--- src/collector_pkg.sv ---
// Stream collector definitions
`default_nettype none

package collector_pkg;

  // ------------------------------
  // Widths and depths
  // ------------------------------
  localparam int beat_w     = 512;
  localparam int fold_w     = beat_w / 8;  // One bit per input byte
  localparam int lane_depth = 16;
  localparam int out_depth  = 8;
  localparam int lane_count = 2;

  // ------------------------------
  // Queue payloads
  // ------------------------------

  // Lane queue entry of 513 bits
  typedef struct packed {
    logic              last;
    logic [beat_w-1:0] data;
  } lane_beat_t;

  // Output queue entry of 66 bits
  typedef struct packed {
    logic              lane;
    logic              last;
    logic [fold_w-1:0] word;
  } out_word_t;

endpackage

`default_nettype wire

--- src/sync_fifo.sv ---
// Register array FIFO
`timescale 1ns/1ns
`default_nettype none

module sync_fifo #(
  parameter type payload_t = logic,
  parameter int  depth     = 4
) (
  input  logic     clk,
  input  logic     rst,
  input  logic     push,
  input  payload_t wdata,
  input  logic     pop,
  output payload_t rdata,
  output logic     empty,
  output logic     full
);

  localparam int ptr_w = (depth > 1) ? $clog2(depth) : 1;
  localparam int cnt_w = $clog2(depth + 1);

  payload_t   mem [depth];
  logic [ptr_w-1:0] wr_ptr;
  logic [ptr_w-1:0] rd_ptr;
  logic [cnt_w-1:0] count;  // Occupancy keeps all entries usable
  logic             do_push;
  logic             do_pop;

  function automatic logic [ptr_w-1:0] ptr_next(input logic [ptr_w-1:0] ptr);
    if (ptr == ptr_w'(depth - 1)) begin
      return '0;
    end
    return ptr + 1'b1;
  endfunction

  assign do_push = push && !full;   // Ignored when full
  assign do_pop  = pop && !empty;   // Ignored when empty

  // ------------------------------
  // Storage
  // ------------------------------
  always_ff @(posedge clk) begin
    if (do_push) begin
      mem[wr_ptr] <= wdata;
    end
  end

  // ------------------------------
  // Pointers and occupancy
  // ------------------------------
  always_ff @(posedge clk) begin
    if (rst) begin
      wr_ptr <= '0;
      rd_ptr <= '0;
      count  <= '0;
    end else begin
      if (do_push) wr_ptr <= ptr_next(wr_ptr);
      if (do_pop)  rd_ptr <= ptr_next(rd_ptr);
      case ({do_push, do_pop})
        2'b10:   count <= count + 1'b1;
        2'b01:   count <= count - 1'b1;
        default: count <= count;  // Idle or push and pop together
      endcase
    end
  end

  // First word falls through from the head
  assign rdata = mem[rd_ptr];
  assign empty = (count == '0);
  assign full  = (count == cnt_w'(depth));

endmodule

`default_nettype wire

--- src/lane_merger.sv ---
// Frame merger for two lanes
`timescale 1ns/1ns
`default_nettype none

module lane_merger import collector_pkg::*; (
  input  logic              clk,
  input  logic              rst,
  // Lane 0
  input  logic [fold_w-1:0] lane0_word,
  input  logic              lane0_last,
  input  logic              lane0_rdy,
  output logic              lane0_ren,
  // Lane 1
  input  logic [fold_w-1:0] lane1_word,
  input  logic              lane1_last,
  input  logic              lane1_rdy,
  output logic              lane1_ren,
  // Output queue read port
  output logic [fold_w-1:0] out_word,
  output logic              out_lane,
  output logic              out_last,
  output logic              out_rdy,
  input  logic              out_ren
);

  logic [fold_w-1:0]     word_in [lane_count];
  logic [lane_count-1:0] last_in;
  logic [lane_count-1:0] rdy;
  logic [lane_count-1:0] ren;

  logic      frame_open;  // A frame has started but not ended
  logic      cur_lane;    // Lane that owns the open frame
  logic      last_lane;   // Lane served most recently
  logic      sel;
  logic      take;
  out_word_t push_word;
  out_word_t head_word;
  logic      out_empty;
  logic      out_full;

  assign word_in[0] = lane0_word;
  assign word_in[1] = lane1_word;
  assign last_in    = {lane1_last, lane0_last};
  assign rdy        = {lane1_rdy, lane0_rdy};
  assign lane0_ren  = ren[0];
  assign lane1_ren  = ren[1];

  // ------------------------------
  // Lane choice
  // ------------------------------
  always_comb begin
    sel  = last_lane;
    take = 1'b0;
    ren  = '0;
    if (!out_full) begin
      if (frame_open) begin
        sel  = cur_lane;  // Stay on the lane until the frame closes
        take = rdy[cur_lane];
      end else if (rdy[0] && rdy[1]) begin
        sel  = !last_lane;
        take = 1'b1;
      end else if (rdy[0] || rdy[1]) begin
        sel  = rdy[1];
        take = 1'b1;
      end
    end
    if (take) ren[sel] = 1'b1;
  end

  assign push_word.lane = sel;
  assign push_word.last = last_in[sel];
  assign push_word.word = word_in[sel];

  // ------------------------------
  // Frame state
  // ------------------------------
  always_ff @(posedge clk) begin
    if (rst) begin
      frame_open <= 1'b0;
      cur_lane   <= 1'b0;
      last_lane  <= 1'b1;  // Lane 0 wins the first tie
    end else if (take) begin
      last_lane  <= sel;
      frame_open <= !last_in[sel];
      if (!frame_open) cur_lane <= sel;
    end
  end

  sync_fifo #(
    .payload_t (out_word_t),
    .depth     (out_depth)
  ) u_out_fifo (
    .clk   (clk),
    .rst   (rst),
    .push  (take),
    .wdata (push_word),
    .pop   (out_ren),
    .rdata (head_word),
    .empty (out_empty),
    .full  (out_full)
  );

  assign out_rdy  = !out_empty;
  assign out_word = head_word.word;
  assign out_lane = head_word.lane;
  assign out_last = head_word.last;

endmodule

`default_nettype wire

--- config.mk ---
export PLATFORM = sky130hd
export DESIGN_NAME = lane_merger
export DESIGN_NICKNAME = d
export VERILOG_FILES = /design/src/collector_pkg.sv /design/src/sync_fifo.sv /design/src/lane_merger.sv
export SDC_FILE = /design/constraint.sdc
export NUM_CORES = 1
export LEC_CHECK = 0
export ABC_AREA = 1
export BUFFER_PORTS_ARGS = -buffer_cell sky130_fd_sc_hd__buf_2
export CAP_MARGIN = 20
export CORE_MARGIN = 10
export CORE_UTILIZATION = 55
export DETAILED_ROUTE_END_ITERATION = 7
export PLACE_DENSITY = 0.81
export SYNTH_ARGS = -nofsm -noshare
export SYNTH_HDL_FRONTEND = slang
export SYNTH_HIERARCHICAL = 1
export SYNTH_SLANG_ARGS = --single-unit
--- constraint.sdc ---
create_clock -name clk -period 6.75 [get_ports clk]
set_clock_uncertainty 0.15 [all_clocks]
set_input_delay 1.35 -clock clk [delete_from_list [all_inputs] [get_ports clk]]
set_output_delay 1.35 -clock clk [all_outputs]
set_load 0.02 [all_outputs]
======== Word-level counts from Yosys, hierarchy flattened ========
Memory sizes are Yosys's and may differ from the RTL's. A register that Yosys moved wholly into a read port is not among the register bits.
Index checks and enable logic that the tools add are counted.
word-level totals
  bits in registers ....................... 13
  RAM bits ................................ 528
  input bits .............................. 135
  output and inout bits ................... 69
  word-level logic and storage cells ...... 67
  memories ................................ 1
memory list
  memory          depth  width  rd ports  clocked after Yosys merged registers in  write ports  RTL line         source
  u_out_fifo.mem  8      66     1         1                                        1            sync_fifo.sv:22  payload_t mem [depth];
operators by class
  add/subtract/negate cells ............... 4
  magnitude comparators ................... 4
  equality and inequality tests ........... 5
  mux-type cells .......................... 33
  bitwise gates (word level) .............. 2
  reduce and logical (&&, ||, !) cells .... 12
operator list
  kind                                                                          count
  64-bit two-way mux                                                            3
  1-bit two-way mux                                                             21
  3-bit two-way mux                                                             6
  4-bit case mux with 2 select lines                                            1
  3-bit by 1-bit adder with 3-bit output, second input constant                 2
  3-bit equality test, second input constant                                    2
  4-bit by 1-bit adder with 4-bit output, second input constant                 1
  4-bit equality test, second input constant                                    1
  1-bit logical AND                                                             4
  1-bit zero test                                                               4
  4-bit zero test                                                               1
  1-bit by 2-bit less-than comparator with 1-bit output, second input constant  2
  4-bit by 1-bit subtractor with 4-bit output, second input constant            1
  2-bit by 1-bit equality test with 1-bit output, second input constant         1
  2-bit equality test, second input constant                                    1
  2-bit greater-or-equal comparator, second input constant                      1
  2-bit two-way mux                                                             1
  1-bit NOT with 2-bit output                                                   1
  2-bit AND reduction                                                           1
  2-bit nonzero test                                                            1
  1-bit demux with 1-bit select                                                 1
  1-bit greater-or-equal comparator, second input constant                      1
  1-bit logical OR                                                              1
  1-bit NOT                                                                     1

======== Logic depth before layout (Yosys ltp) ========
Gate-level depths: netlist of run 1.
  depth after elaboration ................. 10
  mapped depth ............................ 17
  mapped depth without buffers ............ 17

======== By module ========
The synthesis of run 1 kept the hierarchy.
by module, submodules not included
  module       instances  cells each  area an instance (µm²)  sequential area each (µm²)
  sync_fifo    1          1577        21135.3                 16115.5
  lane_merger  1          248         1092.3                  60.1

======== Worst setup path after synthesis of run 1 ========
No wires, ideal clock.
  path kind ............................... input to register
  start ................................... in lane0_rdy
  end ..................................... mem u_out_fifo/mem[1][0] in the netlist's numbering (enable)
  setup time .............................. 0.490 ns
  arrival ................................. 4.685 ns
  data required time ...................... 6.110 ns
  slack ................................... 1.425 ns
  stages on the path ...................... 6
  path buffers ............................ 0
  cell sequence ........................... nand3_1 nand2_1 nand2_1 nor2_1 inv_1 nor2_1
on the way
  word-level cells in the longest chain between the ends .. 8
  elaborated cells on any way between the ends .. 11
  classes of those cells .................. 8 x mux; 3 x reduce/logical
RTL lines
  element                                      RTL line           source
  start: declaration                           lane_merger.sv:11  input logic lane0_rdy,
  1-bit logical OR                             lane_merger.sv:62  end else if (rdy[0] || rdy[1]) begin
  1-bit two-way mux                            lane_merger.sv:62
  1-bit two-way mux                            lane_merger.sv:59  end else if (rdy[0] && rdy[1]) begin
  1-bit two-way mux (*)                        lane_merger.sv:56  if (frame_open) begin
  1-bit two-way mux (*)                        lane_merger.sv:55  if (!out_full) begin
  via take                                     lane_merger.sv:35  logic take;
  1-bit logical AND (*)                        sync_fifo.sv:36    assign do_push = push && !full;
  1-bit two-way mux (*)                        sync_fifo.sv:43    if (do_push) begin
  1-bit two-way mux (not written as such) (*)  sync_fifo.sv:44    mem[wr_ptr] <= wdata;
  end: declaration                             sync_fifo.sv:22
The timed path passes the listed nets; every way through them passes the cells marked *. The select of a mux whose other input is x is not followed.

==> results.yml, run 1 <==
grt:
  grt_max_degree: 161
  grt-ovfl-total: 0
  grt.total_usage_pct: 19.9
  antenna_found_initial: 0
  grt_pass1_wl_mm: 78.5
  grt_pass1_vias: 14400
critical_path:
  worstSetupPathDepth: 7
  crit_chain: "buf_4, buf_4, o21ai_0, o21ai_0, nand2_1, nand2_1, buf_2"
  rrSetupSlack_ns: 3.17
  slowest_delay_ns: 0.95
  crit_end: "out_word[27]"
  cp-end-kind: "output pin"
  crit_arrival_ns: 4.03
  critPathLaunchType: "register"
  worst_r2r_startpoint: "u_out_fifo/count[1]$_SDFFE_PP0P_"
  required_ns: 5.25
  ff2ff_path_depth: 11
  r2r-end: "u_out_fifo/mem[7][3]$_DFFE_PP_"
  crit_slowest_cell: "buf_4"
  crit_family: "buffers and inverters"
  crit_buf_inv: 3
  worstSetupPathType: "reg2out"
  worst-path-max-fanout: 94
detailed_routing:
  drc: 0
  vias: 14500
  wire_per_inst_um: 19.9
  drt-initial-drc-count: 1401
  dr.pass1.iters: 7
  via_per_inst: 5.68
  final_antenna_net_count: 0
  wirelength_mm: 51.0
placed_design:
  dpl-instance-area_um2: 23600
  port_buffers: 203
  gp_congestion: 0.776
  hpwl_mm: 27.9
clocking:
  postCtsHoldBufs: 0
  cts_root_buffer: "clkbuf_16"
  cts_tree: "yes"
  clock_path_buffers: 3
  cts_resized: 0
  clk_latency_ns: 0.58
  clk_pin_slew_worst_paths_ns: 0.06
  cts.sinks: 544
  post-cts-setup-buffer-count: 0
  cts_htree_levels: 2
  cts_buffers: 52
logic_synthesis:
  synth_cell_types: 30
  synth_area_um2: 22200
  syn-num-nets: 1967
  syn_inst: 1825
  ys_seq_area_share_pct: 72.8
  synth-seq-cells: 544
  syn_area_per_cell_um2: 12.2
  ys_warn_count: 6
layout:
  diodes: 0
  nNetsFinal: 2137
  final_area_um2: 25200
  syn_to_final_growth_pct: 13.3
  final_common_cell: "edfxtp_1"
  final_cell_mix: "edfxtp_1 (528), nand2_1 (412), nor2_1 (277)"
  nFillCells: 2898
  final_util_pct: 63.2
  drive_above_1_share_pct: 15.5
run:
  maxCapViolations: 0
timing:
  rsz0062_at_grt: "no"
  fmax_ghz: 0.181
  slew_viol_final: 0
  tns_ns: 0
  hold_viol_final: 0
  worstMarginPinSlew_ns: 1.15
  fin_crit_ns: 5.53
  relSlewSlack_pct: 23.2
  fin_crit_sh_pct: 81.9
  finalSetupViolCount: 0
floorplan:
  initial_core_util_pct: 55.8
  fp.coreArea_um2: 39800
  die_h_um: 221
  rows: 73
  die_area_um2: 48900
  die_w_um: 221
  pin_count: 204
run_status:
  status: "complete, no violations"
hold_path:
  hold_class: "reg2reg"
power:
  power-per-cell-area_nw_per_um2: 462
  p_leak_uw: 0.00924
  vdd_drop_max_mv: 0.615
[worst reg2reg max path, delay by kind of cell (launching register included)]
family	cells	cell delay (ns)
flops	1	0.40
simple gates	7	1.51
buf+inv	4	1.12
[per-stage QoR]
stage | cells | setup WS [ns] | hold slack (ns) | total power [uW]
finish | 2558 | 1.22 | 0.342 | 11600
detailed placement | 2464 | 1.94 | 0.340 | 8980
global route | 2558 | 1.03 | 0.394 | 12300
CTS | 2556 | 1.30 | 0.356 | 11700
floorplan | 1825 | 1.42 | 0.313 | 7750
global placement | 2464 | 2.04 | 0.328 | 8790
[power by group]
group          internal [uW]  leakage [uW]  switching, uW  total [uW]
Combinational            951       0.00351           2780        3730
Clock                   1550      0.000768           1180        2720
Sequential              4990       0.00496            211        5200
[layer usage]
metal	vias up	track usage [%]	routed length, um
met5	-	0	0
met4	0	5.90	922
met3	70	3.45	3810
met2	623	34.0	25700
met1	7052	25.5	20600
li1	6786	-	-
[cell families after synthesis]
| logic type | after synthesis | share of synthesized area [%] |
|---|---|---|
| buf+inv | 137 | 3.10 |
| fa+ha+maj | 7 | 0.394 |
| simple gates | 723 | 12.5 |
| flops | 544 | 72.8 |
| mux | 66 | 2.97 |
| compound gates | 345 | 8.17 |
| xor+xnor | 3 | 0.118 |
[state kept, by name, summed over array words and instances (netlist names), named ones only]
| signal | cells |
|---|---|
| u_out_fifo/wr_ptr | 3 |
| frame_open | 1 |
| u_out_fifo/count | 4 |
| u_out_fifo/rd_ptr | 3 |
| cur_lane | 1 |
| u_out_fifo/mem | 528 |
| last_lane | 1 |
[worst min path at each step]
stage                                            startpoint                     end  depth (start not counted)
after CTS                            last_lane$_SDFFE_PP1N_  last_lane$_SDFFE_PP1N_                          2
after global routing      u_out_fifo/rd_ptr[0]$_SDFFE_PP0N_                register                          2
after detailed placement             last_lane$_SDFFE_PP1N_  last_lane$_SDFFE_PP1N_                          2
after floorplan           u_out_fifo/rd_ptr[1]$_SDFFE_PP0N_                register                          2
final                     u_out_fifo/rd_ptr[0]$_SDFFE_PP0N_                register                          2
after global placement    u_out_fifo/rd_ptr[2]$_SDFFE_PP0N_                register                          2
[cells in the mapped netlist (all sizes together)]
library cell | number | area [um^2]
o21ai | 267 | 1340
and2 | 1 | 6.26
buf | 56 | 378
xor2 | 1 | 8.76
ha | 7 | 87.6
o211ai | 1 | 7.51
a21oi | 9 | 45.0
nor2 | 285 | 1070
dfxtp | 16 | 320
a211oi | 1 | 7.51
o22ai | 66 | 413
clkbuf | 52 | 199
nand3 | 11 | 55.1
edfxtp | 528 | 15900
mux2i | 66 | 661
nor3b | 1 | 7.51
xnor2 | 2 | 17.5
inv | 29 | 111
nand3b | 1 | 7.51
nand2 | 424 | 1630
a22oi | 1 | 7.51
[cell type report]
type,instances,area [um^2],area share (%)
tap,525,657,2.61
sequential,544,16200,64.3
multi-input combinational,1144,5420,21.5
timing repair buffer,224,1230,4.87
clock inverter,25,199,0.790
inverter,29,116,0.462
clock buffer,67,1380,5.47
No activity file was read; power rests on OpenSTA's default activity.
==> inputs of run 2 (changes only) <==
--- a/config.mk
+++ b/config.mk
@@ -5,7 +5,7 @@
 export SDC_FILE = /design/constraint.sdc
 export NUM_CORES = 1
 export LEC_CHECK = 0
-export ABC_AREA = 1
+export ABC_AREA = 0
 export BUFFER_PORTS_ARGS = -buffer_cell sky130_fd_sc_hd__buf_2
 export CAP_MARGIN = 20
 export CORE_MARGIN = 10
==> constraint.sdc (replaced) <==
create_clock -name clk -period 5.51 [get_ports clk]
set_clock_uncertainty 0.15 [all_clocks]
set_input_delay 1.102 -clock clk [delete_from_list [all_inputs] [get_ports clk]]
set_output_delay 1.102 -clock clk [all_outputs]
set_load 0.02 [all_outputs]
==> run 2 against run 1 <==
Via count down 31%. Register-to-register slack got worse by 1.3 ns. Global-route usage down 2.3 points. Utilization up 1.2 points. First-iteration DRC count fell by 52%. Worst hold slack got worse by 0.015 ns. Die area fell by 1.6%. Clock-buffer cell count down 2. Sequential cell count unchanged. Design area down 0.40%. Highest routed layer unchanged.
==> results.yml, run 2 <==
layout:
  top_register: "u_out_fifo/mem"
  syn_to_final_growth_pct: 14.8
  regArea_um2: 16200
  final_cell_mix: "edfxtp_1 (528), buf_2 (203), mux4_2 (132)"
  nFillCells: 2516
  final_common_cell: "edfxtp_1"
  biggestRegsByFlops: "u_out_fifo/mem: 528 flops, u_out_fifo/count: 4 flops"
  drive_above_1_share_pct: 47.2
  diodes: 0
  largest_reg_flops: 528
  nNetsFinal: 1311
  multiInputGateArea_um2: 5330
  final_util_pct: 64.5
timing:
  fin_crit_ns: 4.23
  hold_viol_final: 0
  hold_ws_ns: 0.327
  worstMarginPinSlew_ns: 1.01
  tns_ns: 0
  fmax_ghz: 0.236
  relSlewSlack_pct: 32.7
  rsz0062_at_grt: "no"
  finalSetupViolCount: 0
  fin_crit_sh_pct: 76.8
  slew_viol_final: 0
detailed_routing:
  wirelength_mm: 42.2
  drt-initial-drc-count: 672
  final_antenna_net_count: 0
  drc: 0
  via_per_inst: 5.80
  vias: 10000
  dr.pass1.iters: 5
  wire_per_inst_um: 24.4
floorplan:
  fp.coreArea_um2: 38900
  die_h_um: 219
  initial_core_util_pct: 56.1
  pin_count: 204
  rows: 72
  die_area_um2: 48100
  die_w_um: 219
grt:
  grt.total_usage_pct: 17.5
  grt_max_degree: 87
  grt_pass1_vias: 10900
  grt_pass1_wl_mm: 64.3
  antenna_found_initial: 0
  grt-ovfl-total: 0
logic_synthesis:
  netlist.area_leader.share_pct: 72.6
  ys.flop_type: "edfxtp_1"
  post_synth_and_or_nand_nor_area_fraction_pct: 1.12
  synth_largest_area_cell: "edfxtp_1"
  synth.most_common_cell: "edfxtp_1"
  syn_inst: 945
  synth_common_cells: "edfxtp_1 (528), mux4_2 (132), mux2_2 (67)"
  ys_warn_count: 6
  syn-num-nets: 1087
  synth_fa_ha_area_share_pct: 0.401
  synthXorXnorAreaFrac_pct: 0.120
  synth_top_family_by_area: "multiplexers"
  synth_edf_count: 528
  async_reset_ff_share_pct: 0
  syn_area_per_cell_um2: 23.1
  synth_mux_area_share_pct: 21.7
  synth_cell_types: 41
  synthTopCellsByArea: "edfxtp_1 (73%), mux4_2 (14%), mux2_4 (4.5%)"
  synth_area_um2: 21800
  synth-seq-cells: 544
  synth_compound_area_share_pct: 0.745
  ys_seq_area_share_pct: 74.1
critical_path:
  rrSetupSlack_ns: 1.87
  worst_r2r_startpoint: "u_out_fifo/count[1]$_SDFFE_PP0P_"
  r2r-end: "u_out_fifo/mem[7][39]$_DFFE_PP_"
  critPathLaunchType: "register"
  worstSetupPathType: "reg2out"
  worst-path-max-fanout: 65
  required_ns: 4.26
  ff2ff_path_depth: 7
  crit_chain: "buf_4, mux4_2, mux2_2, buf_2"
  crit_slowest_cell: "dfxtp_4"
  crit_arrival_ns: 2.98
  slowest_delay_ns: 1.02
  cp-end-kind: "output pin"
power:
  p_leak_uw: 0.00838
  vdd_drop_max_mv: 0.570
  power_uw: 14000
  power-per-cell-area_nw_per_um2: 559
clocking:
  cts_root_buffer: "clkbuf_16"
  clk_pin_slew_worst_paths_ns: 0.06
  clock_path_buffers: 3
  cts_htree_levels: 2
  post-cts-setup-buffer-count: 0
  cts_tree: "yes"
  cts_resized: 0
  cts.sinks: 544
  cts_buffers: 51
  clk_latency_ns: 0.55
  postCtsHoldBufs: 0
placed_design:
  hpwl_mm: 23.8
  gp_congestion: 0.720
  port_buffers: 203
hold_path:
  hold_class: "reg2reg"
  whs_path_depth: 2
  worstHoldStart: "u_out_fifo/rd_ptr[2]$_SDFFE_PP0N_"
run_status:
  status: "complete, no violations"
run:
  maxCapViolations: 0
[run 2: worst max-delay path by stage]
stage / from / endpoint / slack, ns / cells after the start
detailed placement: lane0_rdy / u_out_fifo/mem[7][34]$_DFFE_PP_ / 1.55 / 6
global route: register / out_word[6] / 1.13 / 4
global placement: lane0_rdy / u_out_fifo/mem[7][34]$_DFFE_PP_ / 1.64 / 6
floorplan: lane1_rdy / u_out_fifo/mem[2][0]$_DFFE_PP_ / -1.64 / 5
finish: register / out_word[6] / 1.28 / 4
CTS: register / out_word[6] / 1.21 / 4
[run 2: logic make-up after synthesis]
kind of cell	Yosys count
XOR/XNOR	3
flip-flops	544
AO/OA/AOI/OAI	22
AND/OR/NAND/NOR	48
adder cells (fa/ha/maj)	7
buffers and inverters	53
multiplexers	268
[run 2: per-stage QoR]
| step | setup slack (ns) | std cells | instance area (um^2) |
|---|---|---|---|
| after global routing | 1.13 | 1728 | 25100 |
| after global placement | 1.64 | 1634 | 23400 |
| after CTS | 1.21 | 1728 | 25100 |
| after floorplan | -1.64 | 945 | 21900 |
| after detailed placement | 1.55 | 1634 | 23400 |
| final | 1.28 | 1728 | 25100 |
[run 2: layout make-up]
type                            count  share of cell area (%)
Sequential cell                   544                    64.5
Tap cell                          518                    2.58
Clock inverter                     29                    1.04
Multi-Input combinational cell    348                    21.3
Timing Repair Buffer              222                    4.97
Inverter                            2                  0.0299
Clock buffer                       65                    5.59
[run 2: power breakdown]
part           leakage (uW)  internal (uW)  switching (uW)
Sequential          0.00494           5820             243
Combinational       0.00262           1940            2570
Clock              0.000816           2020            1430
[run 2: metal layers]
layer | global-route usage (%) | share of wire [%]
met1 | 23.4 | 42
met2 | 29.4 | 51
met3 | 3.11 | 4.9
met4 | 4.62 | 1.8
met5 | 0 | 0
[run 2: worst max-delay path: cells and delay by family, from the launching register on]
family,cells,cell delay [ns]
flops,1,1.02
mux,2,0.69
buf+inv,2,0.67
